`src/hdl/sync_fifo.sv`:
```
// Show-ahead synchronous FIFO with a type-parameter payload
module sync_fifo #(
    parameter type payload_t = logic [7:0],
    parameter int  ADDR_W    = 4
) (
    input  logic     i_clk,
    input  logic     i_rst,
    input  logic     i_wr,
    input  logic     i_rd,
    input  payload_t i_w_data,
    output payload_t o_r_data,
    output logic     o_empty,
    output logic     o_full
);
    localparam int DEPTH = 1 << ADDR_W;

    payload_t mem [DEPTH];

    // Extra top bit on each pointer tells full from empty
    logic [ADDR_W:0] wr_ptr;
    logic [ADDR_W:0] rd_ptr;
    logic            wr_en;
    logic            rd_en;

    // Overflow and underflow requests are dropped here
    assign wr_en = i_wr & ~o_full;
    assign rd_en = i_rd & ~o_empty;

    assign o_empty = (wr_ptr == rd_ptr);
    assign o_full  = (wr_ptr[ADDR_W] != rd_ptr[ADDR_W]) &&
                     (wr_ptr[ADDR_W-1:0] == rd_ptr[ADDR_W-1:0]);

    always_ff @(posedge i_clk)
    begin
        if (wr_en)
        begin
            mem[wr_ptr[ADDR_W-1:0]] <= i_w_data;
        end
    end

    always_ff @(posedge i_clk)
    begin
        if (i_rst)
        begin
            wr_ptr <= '0;
            rd_ptr <= '0;
        end
        else
        begin
            if (wr_en)
            begin
                wr_ptr <= wr_ptr + 1'b1;
            end
            if (rd_en)
            begin
                rd_ptr <= rd_ptr + 1'b1;
            end
        end
    end

    // Head word is valid whenever the FIFO is not empty, no read strobe needed
    assign o_r_data = mem[rd_ptr[ADDR_W-1:0]];

endmodule

```
`config.mk`:
```
export PLATFORM = sky130hd
export DESIGN_NAME = sync_fifo
export DESIGN_NICKNAME = d
export VERILOG_FILES = /design/src/hdl/sync_fifo.sv
export SDC_FILE = /design/constraint.sdc
export NUM_CORES = 1
export LEC_CHECK = 0
export ABC_AREA = 0
export BUFFER_PORTS_ARGS = -buffer_cell sky130_fd_sc_hd__buf_2
export CORE_MARGIN = 2
export CORE_UTILIZATION = 38
export CTS_BUF_LIST = sky130_fd_sc_hd__clkbuf_8
export CTS_CLUSTER_SIZE = 16
export DETAILED_ROUTE_END_ITERATION = 10
export PLACE_DENSITY_LB_ADDON = 0.3
export SLEW_MARGIN = 0
export SYNTH_ARGS = -nofsm -noshare
export SYNTH_HDL_FRONTEND = slang
export SYNTH_SLANG_ARGS = --single-unit
```
`constraint.sdc`:
```
create_clock -name i_clk -period 2.2 [get_ports i_clk]
set_input_delay 0.11 -clock i_clk [delete_from_list [all_inputs] [get_ports i_clk]]
set_output_delay 0.11 -clock i_clk [all_outputs]
set_load 0.05 [all_outputs]
```
==> metrics.txt <==
CTS tree done; CP max-delay cell mux4_2; Setup CP Type reg -> out; Cell Chain, Critical Path buf_12, mux4_2, mux4_2, buf_8; final wirelength 11.9 mm; critical path peak fanout 8; placed cell count 490; Syn Inst Count 283; Reg power frac 0.496; CTS Buffer Depth 2; Critical Path Source Type flip-flop; final cycle utilization of the critical path 1.08; count of final max-slew check failures 0; Worst setup EP type output port; Hold Path Depth 3; total CTS buffers 17; CP top delay family multiplexers; Data required, critical path 2090 ps; Worst IR Drop VDD 0.434 mV; Clock Power Share 0.319; failing checks negative setup slack; P_int 0.00444 W; Hold Path Class in -> reg; worst-margin pin slew 595 ps; Crit Reg-Reg Endpoint mem[4][0]$_DFFE_PP_; RePlAce Congestion 0.770; final std cells w/o fill 525; NetSw 0.00165 W; Tmin final 2390 ps; Die ar. 16,300 sq um; clock slew seen by the registers of the worst setup and hold paths 80 ps; WHS 39.9 ps; Post-synth EDFFs 128; clk_skew 13.0 ps; #FFs+latches synth 142; Sum Neg Setup Slack -1310 ps; reg-to-reg startpoint wr_ptr[1]$_SDFFE_PP0P_; synthesized area 5830 sq um; global-route wire length before repair 17.9 mm; port bufs 21; post-route cell area 6650 sq um; max cap viols 0; DRC violations left 0; f_max 0.419 GHz; Syn-to-layout area delta 14.0%; Initial DRC Count 241; clock sinks 142; initial antenna violation count 0; routed vias/inst 5.42; Worst Min Path Start i_wr; Die W 128 um; crit-path most repeated cell mux4_2; core area 15,100 sq um; Nets 341; pin count of the biggest net entering global routing 33; Die H 128 um; clock latency on the worst-skew pair 430 ps; Routed WL per cell 22.6 um; vias in the first global route 2,993; layout cells sized above 1 0.312; Logic pwr share 0.185; Root Driver clkbuf_8; via count 2,843; yosys warns 0; status finished, violations left; H-tree levels 4; site row count 45; CP Buf/Inv Count 2; Final Hold Fails 0; Total Routing Usage GR 0.152; I/O pins 22; CP peak stage delay 540 ps; Yosys cell types 38; setup ws final -186 ps; commonest cells after routing, fill and taps aside edfxtp_1 (128), mux4_2 (31), clkbuf_8 (17); asr flop ratio synth 0; post-route antenna net violation count 0; switching power share of the total 0.271; Final setup violation count 8; Pre-Repair DR Iteration Count 4; global route overflow 0; Slew HR 0.603; RSZ-0062 raised after global routing true; Worst Path Arrival 2280 ps; leakage 2.17 nW; placed cell areas 6200 sq um; n_diodes 0; initial core utilization 0.386; cts hold-fix bufs 0; filler cell count in the final layout 1,310; Top FF cell, synth edfxtp_1; synthesized area per cell 20.6 sq um; R2R cell count 5; syn nets 300; DP HPWL 7.34 mm; pwr dens 918 nW/um^2; hold worst-path end wr_ptr[1]$_SDFFE_PP0P_; Seq/Total Area, Yosys 0.707; commonest non-fill, non-tap cell in the layout edfxtp_1; R2R Setup Slk 160 ps
worst max-delay path by stage:
stage                            to  cells after the start
3_3_place_gp            o_r_data[5]                      4
6_report                o_r_data[3]                      4
2_1_floorplan  mem[11][0]$_DFFE_PP_                      6
4_1_cts                 o_r_data[4]                      4
3_5_place_dp            o_r_data[5]                      4
5_1_grt                 o_r_data[3]                      4
tightest hold or removal path, stage by stage:
cell and delay, ps:
buf_2 140, o2111ai_1 100, o31ai_1 80
layer usage:
metal | vias to the layer above | part of all wire | GRT usage
li1 | 1274 | - | -
met1 | 1490 | 0.46 | 0.205
met2 | 73 | 0.50 | 0.250
met3 | 6 | 0.036 | 0.0396
met4 | 0 | 0.0050 | 0.0330
met5 | - | 0 | 0
what timing repair did:
action,in CTS,in global routing
setup endpoints to repair,8,8
buffers inserted,1,0
gates resized for setup,27,11
cloned,0,2
cell usage after synthesis, types with 2 or more instances:
cell	number	area share
mux4_1	24	0.11
and4_1	6	0.0090
mux2i_1	2	0.0034
clkbuf_1	4	0.0026
a211oi_1	2	0.0026
inv_1	8	0.0052
buf_2	2	0.0017
and3_1	12	0.013
o21ai_0	2	0.0017
ha_1	5	0.011
dfxtp_1	14	0.048
edfxtp_1	128	0.66
mux2_2	4	0.0077
buf_1	4	0.0026
nand2_1	3	0.0019
buf_8	2	0.0052
mux4_2	16	0.062
xnor2_1	5	0.0075
nor2_1	8	0.0052
a311o_1	2	0.0034
o311ai_0	4	0.0060
nor2b_1	3	0.0032
nand3_1	2	0.0017
nand4_1	4	0.0043
a21oi_1	4	0.0034
power by group through the flow:
stage / combinational [W] / sequential [W] / clock (W)
final: 0.00113 / 0.00303 / 0.00194
after global routing: 0.00119 / 0.00303 / 0.00210
after CTS: 0.00106 / 0.00302 / 0.00199
after detailed placement: 0.000970 / 0.00308 / 0
after global placement: 0.000958 / 0.00308 / 0
after floorplan: 0.000726 / 0.00306 / 0
area by class of cell:
| cell class | instances | area [sq um] | share of cell area |
|---|---|---|---|
| Sequential cell | 142 | 4130 | 0.621 |
| Multi-Input combinational cell | 118 | 1510 | 0.228 |
| Timing Repair Buffer | 36 | 363 | 0.0546 |
| Tap cell | 188 | 235 | 0.0354 |
| Clock buffer | 17 | 234 | 0.0352 |
| Clock inverter | 15 | 138 | 0.0207 |
| Inverter | 9 | 33.8 | 0.00508 |
kinds of logic after synthesis:
logic type / share of synthesized area
mux: 0.183
flops: 0.707
simple gates: 0.0404
fa+ha+maj: 0.0107
buf+inv: 0.0232
compound gates: 0.0262
xor+xnor: 0.00901
per-stage QoR:
| step | setup slack, ps | util | power (W) |
|---|---|---|---|
| final | -186 | 0.440 | 0.00610 |
| after global routing | -263 | 0.440 | 0.00632 |
| after CTS | -241 | 0.437 | 0.00607 |
| after detailed placement | 151 | 0.411 | 0.00405 |
| after global placement | 159 | 0.411 | 0.00404 |
| after floorplan | 349 | - | 0.00379 |
registers in the layout, summed over array words and instances, names as in the netlist, named ones only:
register and flops:
mem 128, wr_ptr 5, rd_ptr 5
Power figures use the tool's default switching activity.
