<file path="config.mk">
export PLATFORM = sky130hd
export DESIGN_NAME = wb_regs
export DESIGN_NICKNAME = d
export VERILOG_FILES = /design/src/hdl/tenc_pkg.sv /design/src/hdl/wb_regs.sv
export VERILOG_INCLUDE_DIRS = /design/src /design/src/hdl
export SDC_FILE = /design/constraint.sdc
export NUM_CORES = 1
export LEC_CHECK = 0
export BUFFER_PORTS_ARGS = -buffer_cell sky130_fd_sc_hd__buf_2
export CAP_MARGIN = 15
export CORE_MARGIN = 5
export CORE_UTILIZATION = 25
export CTS_CLUSTER_SIZE = 24
export DETAILED_ROUTE_END_ITERATION = 8
export GPL_ROUTABILITY_DRIVEN = 1
export HOLD_SLACK_MARGIN = 0.05
export PLACE_DENSITY_LB_ADDON = 0.2
export SYNTH_ARGS = -nofsm -noshare
export SYNTH_HDL_FRONTEND = slang
export SYNTH_SLANG_ARGS = --single-unit
</file>
<file path="constraint.sdc">
create_clock -name i_clk -period 1 [get_ports i_clk]
set_input_delay 0.2 -clock i_clk [delete_from_list [all_inputs] [get_ports i_clk]]
set_output_delay 0.2 -clock i_clk [all_outputs]
set_load 0.02 [all_outputs]
</file>
<file path="src/hdl/tenc_cfg.svh">
// Bus width, FIFO depth, code-table size and field width macros
`ifndef TENC_CFG_SVH
`define TENC_CFG_SVH

// Management bus data width
`define TENC_WB_W 32

// FIFO address bits, depth is a power of two
`define TENC_RX_DEPTH_LOG2 4
`define TENC_TX_DEPTH_LOG2 8

// Code-parameter table
`define TENC_NUM_CODES 34
`define TENC_SEL_W 6

// Encoder configuration fields
`define TENC_BLOCKSIZE_W 10
`define TENC_PERM_P_W 10
`define TENC_PERM_Q_W 12

// Data fields of the stream payloads
`define TENC_SYM_DATA_W 2
`define TENC_RES_DATA_W 6

`endif

</file>
<file path="src/hdl/tenc_pkg.sv">
// Stream payload, configuration field, selector and bus word types
`include "tenc_cfg.svh"

package tenc_pkg;

    // Symbol written by the bus and sent to the encoder
    typedef struct packed {
        logic                          eof;
        logic                          bof;
        logic [`TENC_SYM_DATA_W-1:0]   data;
    } in_sym_t;

    // Encoded word returned by the encoder
    typedef struct packed {
        logic                          eof;
        logic                          bof;
        logic [`TENC_RES_DATA_W-1:0]   data;
    } res_word_t;

    // Code parameters handed to the encoder
    typedef logic [`TENC_BLOCKSIZE_W-1:0] blocksize_t;
    typedef logic [`TENC_PERM_P_W-1:0] perm_p_t;
    typedef logic [`TENC_PERM_Q_W-1:0] perm_q_t;

    // Table selector
    typedef logic [`TENC_SEL_W-1:0] code_sel_t;

    // Management bus word
    typedef logic [`TENC_WB_W-1:0] wb_data_t;

endpackage

</file>
<file path="src/hdl/wb_regs.sv">
// Wishbone slave with ack, push/pop decode, drain and readable flags, read-data assembly
module wb_regs
    import tenc_pkg::*;
(
    input  logic      i_clk,
    input  logic      i_rst,
    input  logic      i_wb_cyc,
    input  logic      i_wb_stb,
    input  logic      i_wb_we,
    input  wb_data_t  i_wb_dat,
    output logic      o_wb_ack,
    output wb_data_t  o_wb_dat,
    output logic      o_rx_push,
    output in_sym_t   o_rx_sym,
    input  logic      i_rx_empty,
    output logic      o_drain,
    output logic      o_tx_pop,
    input  res_word_t i_tx_head,
    input  logic      i_tx_empty,
    input  logic      i_res_eof_accepted
);
    // Control bits of a bus write
    localparam int PUSH_BIT = 15;
    localparam int RDEN_BIT = 13;
    localparam int EOF_BIT  = 7;
    localparam int BOF_BIT  = 6;

    // Status bits of a bus read
    localparam int AVAIL_BIT = 15;
    localparam int ALIVE_BIT = 14;

    logic     req;
    logic     ack;
    logic     rd_en;
    logic     drain;
    logic     readable;
    wb_data_t rdata;

    assign req = i_wb_cyc & i_wb_stb;

    // Symbol is taken on the first cycle of the request, before ack
    assign o_rx_push = req & ~ack & i_wb_we & i_wb_dat[PUSH_BIT];

    assign o_rx_sym = '{
        eof:  i_wb_dat[EOF_BIT],
        bof:  i_wb_dat[BOF_BIT],
        data: i_wb_dat[1:0]
    };

    // Pop uses the read-enable left by an earlier request
    assign o_tx_pop = req & ack & rd_en;

    // One wait cycle, ack lasts exactly one clock
    always_ff @(posedge i_clk)
    begin
        if (i_rst)
        begin
            ack <= 1'b0;
        end
        else
        begin
            ack <= req & ~ack;
        end
    end

    always_ff @(posedge i_clk)
    begin
        if (i_rst)
        begin
            rd_en <= 1'b0;
        end
        else if (req & ack)
        begin
            rd_en <= i_wb_dat[RDEN_BIT];
        end
    end

    // Drain starts on the eof write and runs until the receive FIFO is empty
    always_ff @(posedge i_clk)
    begin
        if (i_rst)
        begin
            drain <= 1'b0;
        end
        else if (o_rx_push & i_wb_dat[EOF_BIT])
        begin
            drain <= 1'b1;
        end
        else if (i_rx_empty)
        begin
            drain <= 1'b0;
        end
    end

    // A whole result frame is waiting once its eof word is stored
    always_ff @(posedge i_clk)
    begin
        if (i_rst)
        begin
            readable <= 1'b0;
        end
        else if (i_res_eof_accepted)
        begin
            readable <= 1'b1;
        end
        else if (i_tx_empty)
        begin
            readable <= 1'b0;
        end
    end

    always_comb
    begin
        rdata            = '0;
        rdata[AVAIL_BIT] = readable;
        rdata[ALIVE_BIT] = 1'b1;
        rdata[7:0]       = i_tx_head;
    end

    assign o_wb_ack = ack;
    assign o_wb_dat = rdata;
    assign o_drain  = drain;

endmodule

</file>
==> impl_metrics.json <==
{
  "status": "finished, violations left",
  "violations": "negative setup slack",
  "pin_count": 88,
  "synth_seq_area_share_pct": 17.0,
  "setup_viol_count_final": 2,
  "synth-xor-area-share_pct": 0,
  "rsz0062_at_grt": "yes",
  "synthSimpleGateAreaFrac_pct": 15.7,
  "crit_chain": "nand3b_4, nor2_4, buf_6",
  "cts_tree": "done",
  "ant_nets": 0,
  "gp_congestion": 0.545,
  "critPathLaunchType": "register",
  "synth_adder_area_share_pct": 0,
  "routed_wl_um": 713,
  "synthCells": 57,
  "critPathLaunch": "o_wb_ack",
  "grt_pass1_vias": 230,
  "dp.final_hpwl_um": 621,
  "dr.pass1.iters": 4,
  "port-buffer-count": 16,
  "drc_errors": 0,
  "antenna_found_initial": 0,
  "fin_util_pct": 25.0,
  "yosys.area.top_type": "buf_4",
  "cts_buffers": 3,
  "final-max-slew-violation-count": 0,
  "p_leak_uw": 0.000258,
  "grtUsageTotal_pct": 5.06,
  "std_cell_rows": 15,
  "pre_cts_ws_ns": 0.0467,
  "finalCriticalPeriod_ns": 1.12,
  "ctsRootBufferMaster": "clkbuf_4",
  "maxCapViolations": 0,
  "required_ns": 0.80,
  "wl_per_cell_um": 8.20,
  "grt_start_max_net_pins": 7,
  "peakVddDrop_mv": 0.618,
  "post-route-period-util_pct": 112,
  "ys_types": 14,
  "syn-mean-instance-area_um2": 8.25,
  "final_cell_mix": "conb_1, buf_2, nand2b_1, clkbuf_4, dfxtp_1",
  "cts_buffer_depth": 2,
  "nNetsFinal": 112,
  "final_common_cell": "conb_1",
  "critPathMaxStageDelay_ns": 0.32,
  "die_y_um": 53.4,
  "cp_max_fo": 4,
  "setup_ws_ns": -0.117,
  "synth_compound_area_share_pct": 4.52,
  "vias": 279,
  "insertion_delay_ns": 0.23,
  "worstRegToRegCells": 3,
  "cts_sinks": 4,
  "dp.cells": 83,
  "htree_levels": 1,
  "n_antenna_cell": 0,
  "die_w_um": 53.4,
  "hold_buffers": 0,
  "synth_area_leaders": "buf_4, dfxtp_1, nand3b_4, nand2b_1, o41ai_2",
  "p_per_area_nw_per_um2": 1160,
  "syn_to_final_growth_pct": -6.12,
  "instances_no_fill": 87,
  "drt_iter0_markers": 1,
  "synth_top_area_share_pct": 57.4,
  "r2r-start": "o_wb_ack",
  "finalClockSkew_ns": 0.00169,
  "holdPathStages": 2,
  "max_freq_ghz": 0.895,
  "path_class": "register to primary output",
  "vias_per_cell": 3.21,
  "synth_area_um2": 470,
  "overflow": 0,
  "end_kind": "primary output",
  "min_from": "i_rst",
  "core_um2": 1760,
  "dieArea_um2": 2850,
  "layout-drive-gt1-share_pct": 40.3,
  "cp.arrival_ns": 0.92,
  "yosysWarnings": 0,
  "hold_path_class": "primary input to register",
  "grt_pass1_wl_um": 945,
  "ys_ff_latch": 4,
  "clk_pin_slew_ns": 0.04,
  "synth_top_family_by_area": "buffers and inverters",
  "slowest_stage": "dfxtp_2",
  "hold_viol": 0,
  "synth.area.mux_share_pct": 2.13,
  "initial_core_util_pct": 26.7
}
[per-stage QoR]
stage | cell area (µm²) | power, µW | hold slack [ns] | TNS, ns
after floorplan | 552 | 413 | 0.269 | 0
after global placement | 393 | 309 | 0.400 | 0
after detailed placement | 393 | 309 | 0.400 | 0
after CTS | 442 | 528 | 0.189 | -0.273
after global routing | 442 | 560 | 0.187 | -0.409
final | 442 | 514 | 0.196 | -0.231
[layer usage]
metal | track usage, % | part of all wire [%]
met2 | 7.55 | 48
met4 | 2.13 | 0.28
met5 | 0 | 0
met1 | 4.34 | 27
met3 | 5.35 | 25
[timing repair]
item / in CTS / in global routing
setup endpoints to repair: 2 / 3
buffers inserted: 1 / 0
gates cloned: 0 / 0
resized for setup: 6 / 0
pin swaps: 1 / 0
[critical path: cells and delay by family (launching register included)]
kind                   cells  cell delay, ns
buffers and inverters      1            0.12
DFF                        1            0.32
and+or+nand+nor            2            0.25
[area by class of cell]
cell class / instances / area (µm²)
clock buffers: 3 / 22.5
fillers: 212 / 1320
inverters: 2 / 7.51
repair buffers: 17 / 100
well taps: 25 / 31.3
flip-flops and latches: 4 / 81.3
multi-input cells: 36 / 199
[state kept, by name, indices dropped and copies added, names as in the netlist]
| signal | flops |
|---|---|
| o_drain | 1 |
| readable | 1 |
| o_wb_ack | 1 |
| rd_en | 1 |
[final timing paths]
check                                  to  slack [ns]
worst max-delay path            o_rx_push       -0.12
worst min-delay path             o_wb_ack        0.20
worst max register to register    o_drain        0.01
worst min register to register   readable        0.46
[cell families after synthesis]
kind of cell           after synthesis
flip-flops                           4
AO/OA/AOI/OAI                        2
AND/OR/NAND/NOR                     10
buffers and inverters               38
other                                2
multiplexers                         1
[where the power goes]
| part | internal, µW | switching [µW] |
|---|---|---|
| clock network | 134 | 65.0 |
| registers | 166 | 2.77 |
| logic | 33.5 | 113 |
[synth_stat cells]
| master | number |
|---|---|
| and4_2 | 1 |
| buf_4 | 36 |
| nand2b_1 | 3 |
| a21oi_1 | 1 |
| mux2i_1 | 1 |
| nand3b_4 | 1 |
| nand3_1 | 1 |
| o41ai_2 | 1 |
| nand2_1 | 1 |
| nor2_1 | 2 |
| conb_1 | 2 |
| or3b_1 | 1 |
| inv_1 | 2 |
| dfxtp_1 | 4 |
Power figures use the tool's default switching activity.
