--- src/hdl/tenc_cfg.svh ---
// Bus width, FIFO depth, code-table size and field width macros
`ifndef TENC_CFG_SVH
`define TENC_CFG_SVH

// Management bus data width
`define TENC_WB_W 32

// FIFO address bits, depth is a power of two
`define TENC_RX_DEPTH_LOG2 4
`define TENC_TX_DEPTH_LOG2 8

// Code-parameter table
`define TENC_NUM_CODES 34
`define TENC_SEL_W 6

// Encoder configuration fields
`define TENC_BLOCKSIZE_W 10
`define TENC_PERM_P_W 10
`define TENC_PERM_Q_W 12

// Data fields of the stream payloads
`define TENC_SYM_DATA_W 2
`define TENC_RES_DATA_W 6

`endif

--- src/hdl/tenc_pkg.sv ---
// Stream payload, configuration field, selector and bus word types
`include "tenc_cfg.svh"

package tenc_pkg;

    // Symbol written by the bus and sent to the encoder
    typedef struct packed {
        logic                          eof;
        logic                          bof;
        logic [`TENC_SYM_DATA_W-1:0]   data;
    } in_sym_t;

    // Encoded word returned by the encoder
    typedef struct packed {
        logic                          eof;
        logic                          bof;
        logic [`TENC_RES_DATA_W-1:0]   data;
    } res_word_t;

    // Code parameters handed to the encoder
    typedef logic [`TENC_BLOCKSIZE_W-1:0] blocksize_t;
    typedef logic [`TENC_PERM_P_W-1:0] perm_p_t;
    typedef logic [`TENC_PERM_Q_W-1:0] perm_q_t;

    // Table selector
    typedef logic [`TENC_SEL_W-1:0] code_sel_t;

    // Management bus word
    typedef logic [`TENC_WB_W-1:0] wb_data_t;

endpackage

--- src/hdl/code_param_rom.sv ---
// Registered code-parameter table indexed by selector
`include "tenc_cfg.svh"

module code_param_rom
    import tenc_pkg::*;
(
    input  logic       i_clk,
    input  logic       i_rst,
    input  code_sel_t  i_sel,
    output blocksize_t o_blocksize,
    output perm_p_t    o_p,
    output perm_q_t    o_q0,
    output perm_q_t    o_q1,
    output perm_q_t    o_q2,
    output perm_q_t    o_q3
);
    typedef struct packed {
        blocksize_t blocksize;
        perm_p_t    p;
        perm_q_t    q0;
        perm_q_t    q1;
        perm_q_t    q2;
        perm_q_t    q3;
    } code_entry_t;

    code_entry_t entry;

    // Fields in order: block size, p, q0, q1, q2, q3
    function automatic code_entry_t lookup(input code_sel_t sel);
        code_entry_t e;
        case (sel)
            6'd0:        e = '{10'd14,  10'd9,  12'd3, 12'd11, 12'd51,  12'd19};
            6'd1:        e = '{10'd38,  10'd17, 12'd3, 12'd23, 12'd63,  12'd11};
            6'd2:        e = '{10'd51,  10'd23, 12'd3, 12'd23, 12'd107, 12'd107};
            6'd3:        e = '{10'd55,  10'd23, 12'd3, 12'd43, 12'd131, 12'd115};
            6'd4, 6'd33: e = '{10'd59,  10'd23, 12'd3, 12'd11, 12'd23,  12'd219};
            6'd5:        e = '{10'd62,  10'd23, 12'd3, 12'd35, 12'd63,  12'd63};
            6'd6:        e = '{10'd69,  10'd25, 12'd3, 12'd7,  12'd111, 12'd103};
            6'd7:        e = '{10'd84,  10'd23, 12'd3, 12'd7,  12'd83,  12'd71};
            6'd8:        e = '{10'd85,  10'd23, 12'd3, 12'd55, 12'd255, 12'd215};
            6'd9:        e = '{10'd93,  10'd25, 12'd3, 12'd31, 12'd111, 12'd107};
            6'd10:       e = '{10'd96,  10'd25, 12'd3, 12'd11, 12'd103, 12'd107};
            6'd11:       e = '{10'd100, 10'd23, 12'd3, 12'd35, 12'd131, 12'd127};
            6'd12:       e = '{10'd108, 10'd29, 12'd3, 12'd19, 12'd123, 12'd123};
            6'd13:       e = '{10'd115, 10'd29, 12'd3, 12'd23, 12'd239, 12'd239};
            6'd14:       e = '{10'd123, 10'd31, 12'd3, 12'd15, 12'd7,   12'd3};
            6'd15:       e = '{10'd128, 10'd31, 12'd3, 12'd7,  12'd135, 12'd131};
            6'd16:       e = '{10'd130, 10'd31, 12'd3, 12'd7,  12'd11,  12'd3};
            6'd17:       e = '{10'd144, 10'd31, 12'd3, 12'd3,  12'd3,   12'd3};
            6'd18:       e = '{10'd170, 10'd33, 12'd3, 12'd63, 12'd523, 12'd515};
            6'd19:       e = '{10'd175, 10'd37, 12'd3, 12'd11, 12'd3,   12'd11};
            6'd20:       e = '{10'd188, 10'd37, 12'd3, 12'd15, 12'd167, 12'd159};
            6'd21:       e = '{10'd192, 10'd37, 12'd3, 12'd7,  12'd183, 12'd123};
            6'd22:       e = '{10'd194, 10'd39, 12'd3, 12'd3,  12'd319, 12'd319};
            6'd23:       e = '{10'd256, 10'd45, 12'd3, 12'd7,  12'd199, 12'd183};
            6'd24:       e = '{10'd264, 10'd43, 12'd3, 12'd3,  12'd27,  12'd11};
            6'd25:       e = '{10'd298, 10'd49, 12'd3, 12'd15, 12'd23,  12'd3};
            6'd26:       e = '{10'd307, 10'd49, 12'd3, 12'd27, 12'd3,   12'd7};
            6'd27:       e = '{10'd333, 10'd49, 12'd3, 12'd23, 12'd3,   12'd23};
            6'd28:       e = '{10'd355, 10'd53, 12'd3, 12'd19, 12'd239, 12'd223};
            6'd29:       e = '{10'd400, 10'd53, 12'd3, 12'd43, 12'd243, 12'd219};
            6'd30:       e = '{10'd438, 10'd59, 12'd3, 12'd7,  12'd247, 12'd243};
            6'd31:       e = '{10'd444, 10'd59, 12'd3, 12'd35, 12'd731, 12'd715};
            6'd32:       e = '{10'd539, 10'd65, 12'd3, 12'd15, 12'd31,  12'd3};
            default:     e = '0;
        endcase
        return e;
    endfunction

    // Out-of-range selectors give an all-zero configuration
    always_ff @(posedge i_clk)
    begin
        if (i_rst)
        begin
            entry <= '0;
        end
        else if (i_sel < `TENC_NUM_CODES)
        begin
            entry <= lookup(i_sel);
        end
        else
        begin
            entry <= '0;
        end
    end

    assign o_blocksize = entry.blocksize;
    assign o_p         = entry.p;
    assign o_q0        = entry.q0;
    assign o_q1        = entry.q1;
    assign o_q2        = entry.q2;
    assign o_q3        = entry.q3;

endmodule

--- config.mk ---
export PLATFORM = sky130hd
export DESIGN_NAME = code_param_rom
export DESIGN_NICKNAME = d
export VERILOG_FILES = /design/src/hdl/tenc_pkg.sv /design/src/hdl/code_param_rom.sv
export VERILOG_INCLUDE_DIRS = /design/src /design/src/hdl
export SDC_FILE = /design/constraint.sdc
export NUM_CORES = 1
export LEC_CHECK = 0
export ABC_AREA = 0
export BUFFER_PORTS_ARGS = -buffer_cell sky130_fd_sc_hd__buf_2
export CORE_UTILIZATION = 56
export CTS_CLUSTER_SIZE = 8
export DETAILED_ROUTE_END_ITERATION = 7
export GPL_TIMING_DRIVEN = 1
export PLACE_DENSITY_LB_ADDON = 0.05
export SYNTH_ARGS = -nofsm -noshare
export SYNTH_HDL_FRONTEND = slang
export SYNTH_MEMORY_MAX_BITS = 65536
export SYNTH_SLANG_ARGS = --single-unit
export TNS_END_PERCENT = 10
--- constraint.sdc ---
create_clock -name i_clk -period 5.41 [get_ports i_clk]
set_input_delay 0.2705 -clock i_clk [delete_from_list [all_inputs] [get_ports i_clk]]
set_output_delay 0.2705 -clock i_clk [all_outputs]
set_load 0.01 [all_outputs]
==> results.md <==
* Area of the multi-input gates at 1510 sq um
* Core area at around 4400 sq um
* ANT nets after route at 0
* Synth Area in Adders at 3.90%
* Final setup TNS at 0 ns
* Distinct cells, synth at approximately 60
* Compound-gate portion of the synthesized area at ~28%
* Drt total wl at about 6500 microns
* Post-DP Area at approximately 2500 sq um
* Hold WC Path Type: in -> reg
* Crit path cell chain: buf_2 -> inv_1 -> ha_1 -> or2b_1 -> a311oi_1 -> o31a_1 -> nor3_1
* Clock Path Buffers at 2
* Slowest stage delay, CP at ~0.48 ns
* CP endpoint kind: flop
* Largest family of logic cells by synthesized area: compound AO/OA/AOI/OAI gates
* Final Max Tran Viols at 0
* HPWL after DPL at 4300 microns
* Post-CTS Setup Bufs at 0
* CTS root buffer: clkbuf_8
* Number of flops mapped to enable cells by yosys at 0
* Initial antenna violation count at 0
* Area growth from synthesis to layout at 3.17%
* Max-Cap Viols at 0
* Crit path arrival time at roughly 2.4 ns
* Crit share post-route at between 40% and 50%
* Yosys reg bits at 34
* H-tree levels at 2
* # DRC at 0
* Total gr overflow at 0
* Vias per cell at a little over 6
* Cell count after synthesis at between 300 and 400
* Most frequent cells in the layout: buf_2 (52), dfxtp_1 (34), a21oi_1 (32), conb_1 (23), nor2_1 (19)
* Pwr Density at 246 nW/um^2
* Number of buffers added on ports at 52
* Fmax at between 0.4 and 0.5 GHz
* Slowest stage cell, crit path: ha_1
* Largest net degree at the start of global routing at 63
* WL per Instance at 16.6 microns
* Clock-pin slew on the worst setup and hold paths at 0.07 ns
* Top-Level Pins at 76
* Fillers at 422
* Worst slew pin tran at about 1.0 ns
* Clock Sinks at 34
* RePlAce Congestion at 0.960
* Worst VDD drop at between 0.0001 and 0.00015 V
* Post-synthesis simple-gate area fraction at 20.6%
* Vias at 2396
* CP required at 5.55 ns
* Synth Flop Type: dfxtp_1
* Pleak at approximately 0.0011 uW
* CP Launch Type: input port
* Final Hold Vio Count at 0
* Pwr Total at roughly 650 uW
* GRT Total Usage at a little over a quarter
* DIE HEIGHT at ~70 microns
* Initial detailed-routing violation count at around 340
* Most common cell after layout, fill and taps aside: buf_2
* Post-route design area at approximately 2600 sq um
* Hold slack at ~0.23 ns
* Die width at around 70 microns
* Cts hold-fix bufs at 0
* Synthesized area at roughly 2600 sq um
* Share of cells above drive strength 1 at about 20%
* CTS Buf Count at 5
* Mux contribution to synthesized area at 2.88%
* Die area at approximately 4900 sq um
* Vias in the first global route at 2052
* Number of antenna diodes at 0
* Post-placement cell count at ~390
* FFs w/ async S/R, synth at 0%
* Global-route wire length before repair at roughly 10000 microns
* CTS tree: yes
* Yosys warns at 0
* Syn Area/Cell at around 8 sq um
* Post-CTS Resized at 0
* RSZ-0062 raised after global routing: no
* Final setup vio count at 0
* Nets at approximately 360
* Outcome: finished clean
* CP Max Fanout at 24
* Cell Rows at 24
* Drt pass-1 iters at 5
* FF+latch area at slightly below 700 sq um
* Final cell count without fillers at between 300 and 400
* Fin crit period at between 2 and 2.5 ns
* Xor-xnor portion of the synthesized cell area at less than 1%
* Relative max-transition margin at between 30% and 40%
* Initial Utilization at 58.6%
* Seq/Total Area, Yosys at around a quarter
* Critical path class: in -> reg
==> cell usage after synthesis (all sizes together), types with 7 or more instances <==
master / count / area (sq um)
o21ai: 13 / 65.1
nor3: 10 / 50.1
a31oi: 9 / 56.3
nand2b: 14 / 87.6
a311oi: 7 / 61.3
nand2: 17 / 63.8
nor2: 21 / 88.8
clkbuf: 8 / 30.0
nor2b: 10 / 62.6
a211oi: 12 / 95.1
a21oi: 33 / 169
dfxtp: 34 / 681
ha: 8 / 100
buf: 57 / 403
==> final cells by class <==
| cell class | count | share of cell area [%] |
|---|---|---|
| multi-input combinational | 241 | 57.2 |
| inverter | 6 | 0.850 |
| clock buffer | 7 | 2.88 |
| clock inverter | 1 | 1.13 |
| timing repair buffer | 52 | 9.83 |
| tap | 52 | 2.46 |
| sequential | 34 | 25.7 |
==> routing by layer <==
layer  track usage [%]  up-vias  wire, microns  share of wire (%)
met5                 0        -              0                  0
met4              11.1        0            123                1.9
met3              6.40       11            710                 11
met2              41.3      163           2940                 45
met1              36.9     1088           2740                 42
li1                  -     1134              -                  -
==> final timing paths <==
kind / startpoint / to / slack, ns / depth (start not counted)
max: i_sel[1] / o_blocksize[0]$_SDFF_PP0_ / 3.18 / 7
min: i_rst / o_q2[8]$_SDFF_PP0_ / 0.23 / 2
==> logic make-up (layout without fill, tap and decap cells) <==
logic type | Yosys count | count (layout)
flip-flops | 34 | 34
adder cells (fa/ha/maj) | 8 | 8
other | 1 | 23
buffers and inverters | 71 | 66
AND/OR/NAND/NOR | 97 | 97
XOR/XNOR | 1 | 1
AO/OA/AOI/OAI | 106 | 106
multiplexers | 6 | 6
==> worst max-delay path: cells and delay by family <==
kind	cells	cell delay [ns]
AO/OA/AOI/OAI	2	0.65
adder cells (fa/ha/maj)	1	0.48
AND/OR/NAND/NOR	2	0.38
buffers and inverters	2	0.57
==> sequential cells by signal, indices dropped and copies added, names as in the netlist <==
name	flops
o_blocksize	9
o_q2	8
o_q1	4
o_p	7
o_q3	6
==> report_power, final <==
| group | internal (uW) | switching (uW) | total [uW] |
|---|---|---|---|
| Clock | 138 | 87.8 | 225 |
| Sequential | 262 | 2.69 | 265 |
| Combinational | 55.5 | 107 | 162 |
| Total | 455 | 197 | 653 |
==> per-stage QoR <==
stage / util [%] / setup WS (ns)
finish: 60.4 / 3.18
global route: 60.4 / 3.13
CTS: 60.4 / 3.28
detailed placement: 58.0 / 2.98
global placement: 58.0 / 2.99
floorplan: - / 3.42
Power figures use the tool's default switching activity.
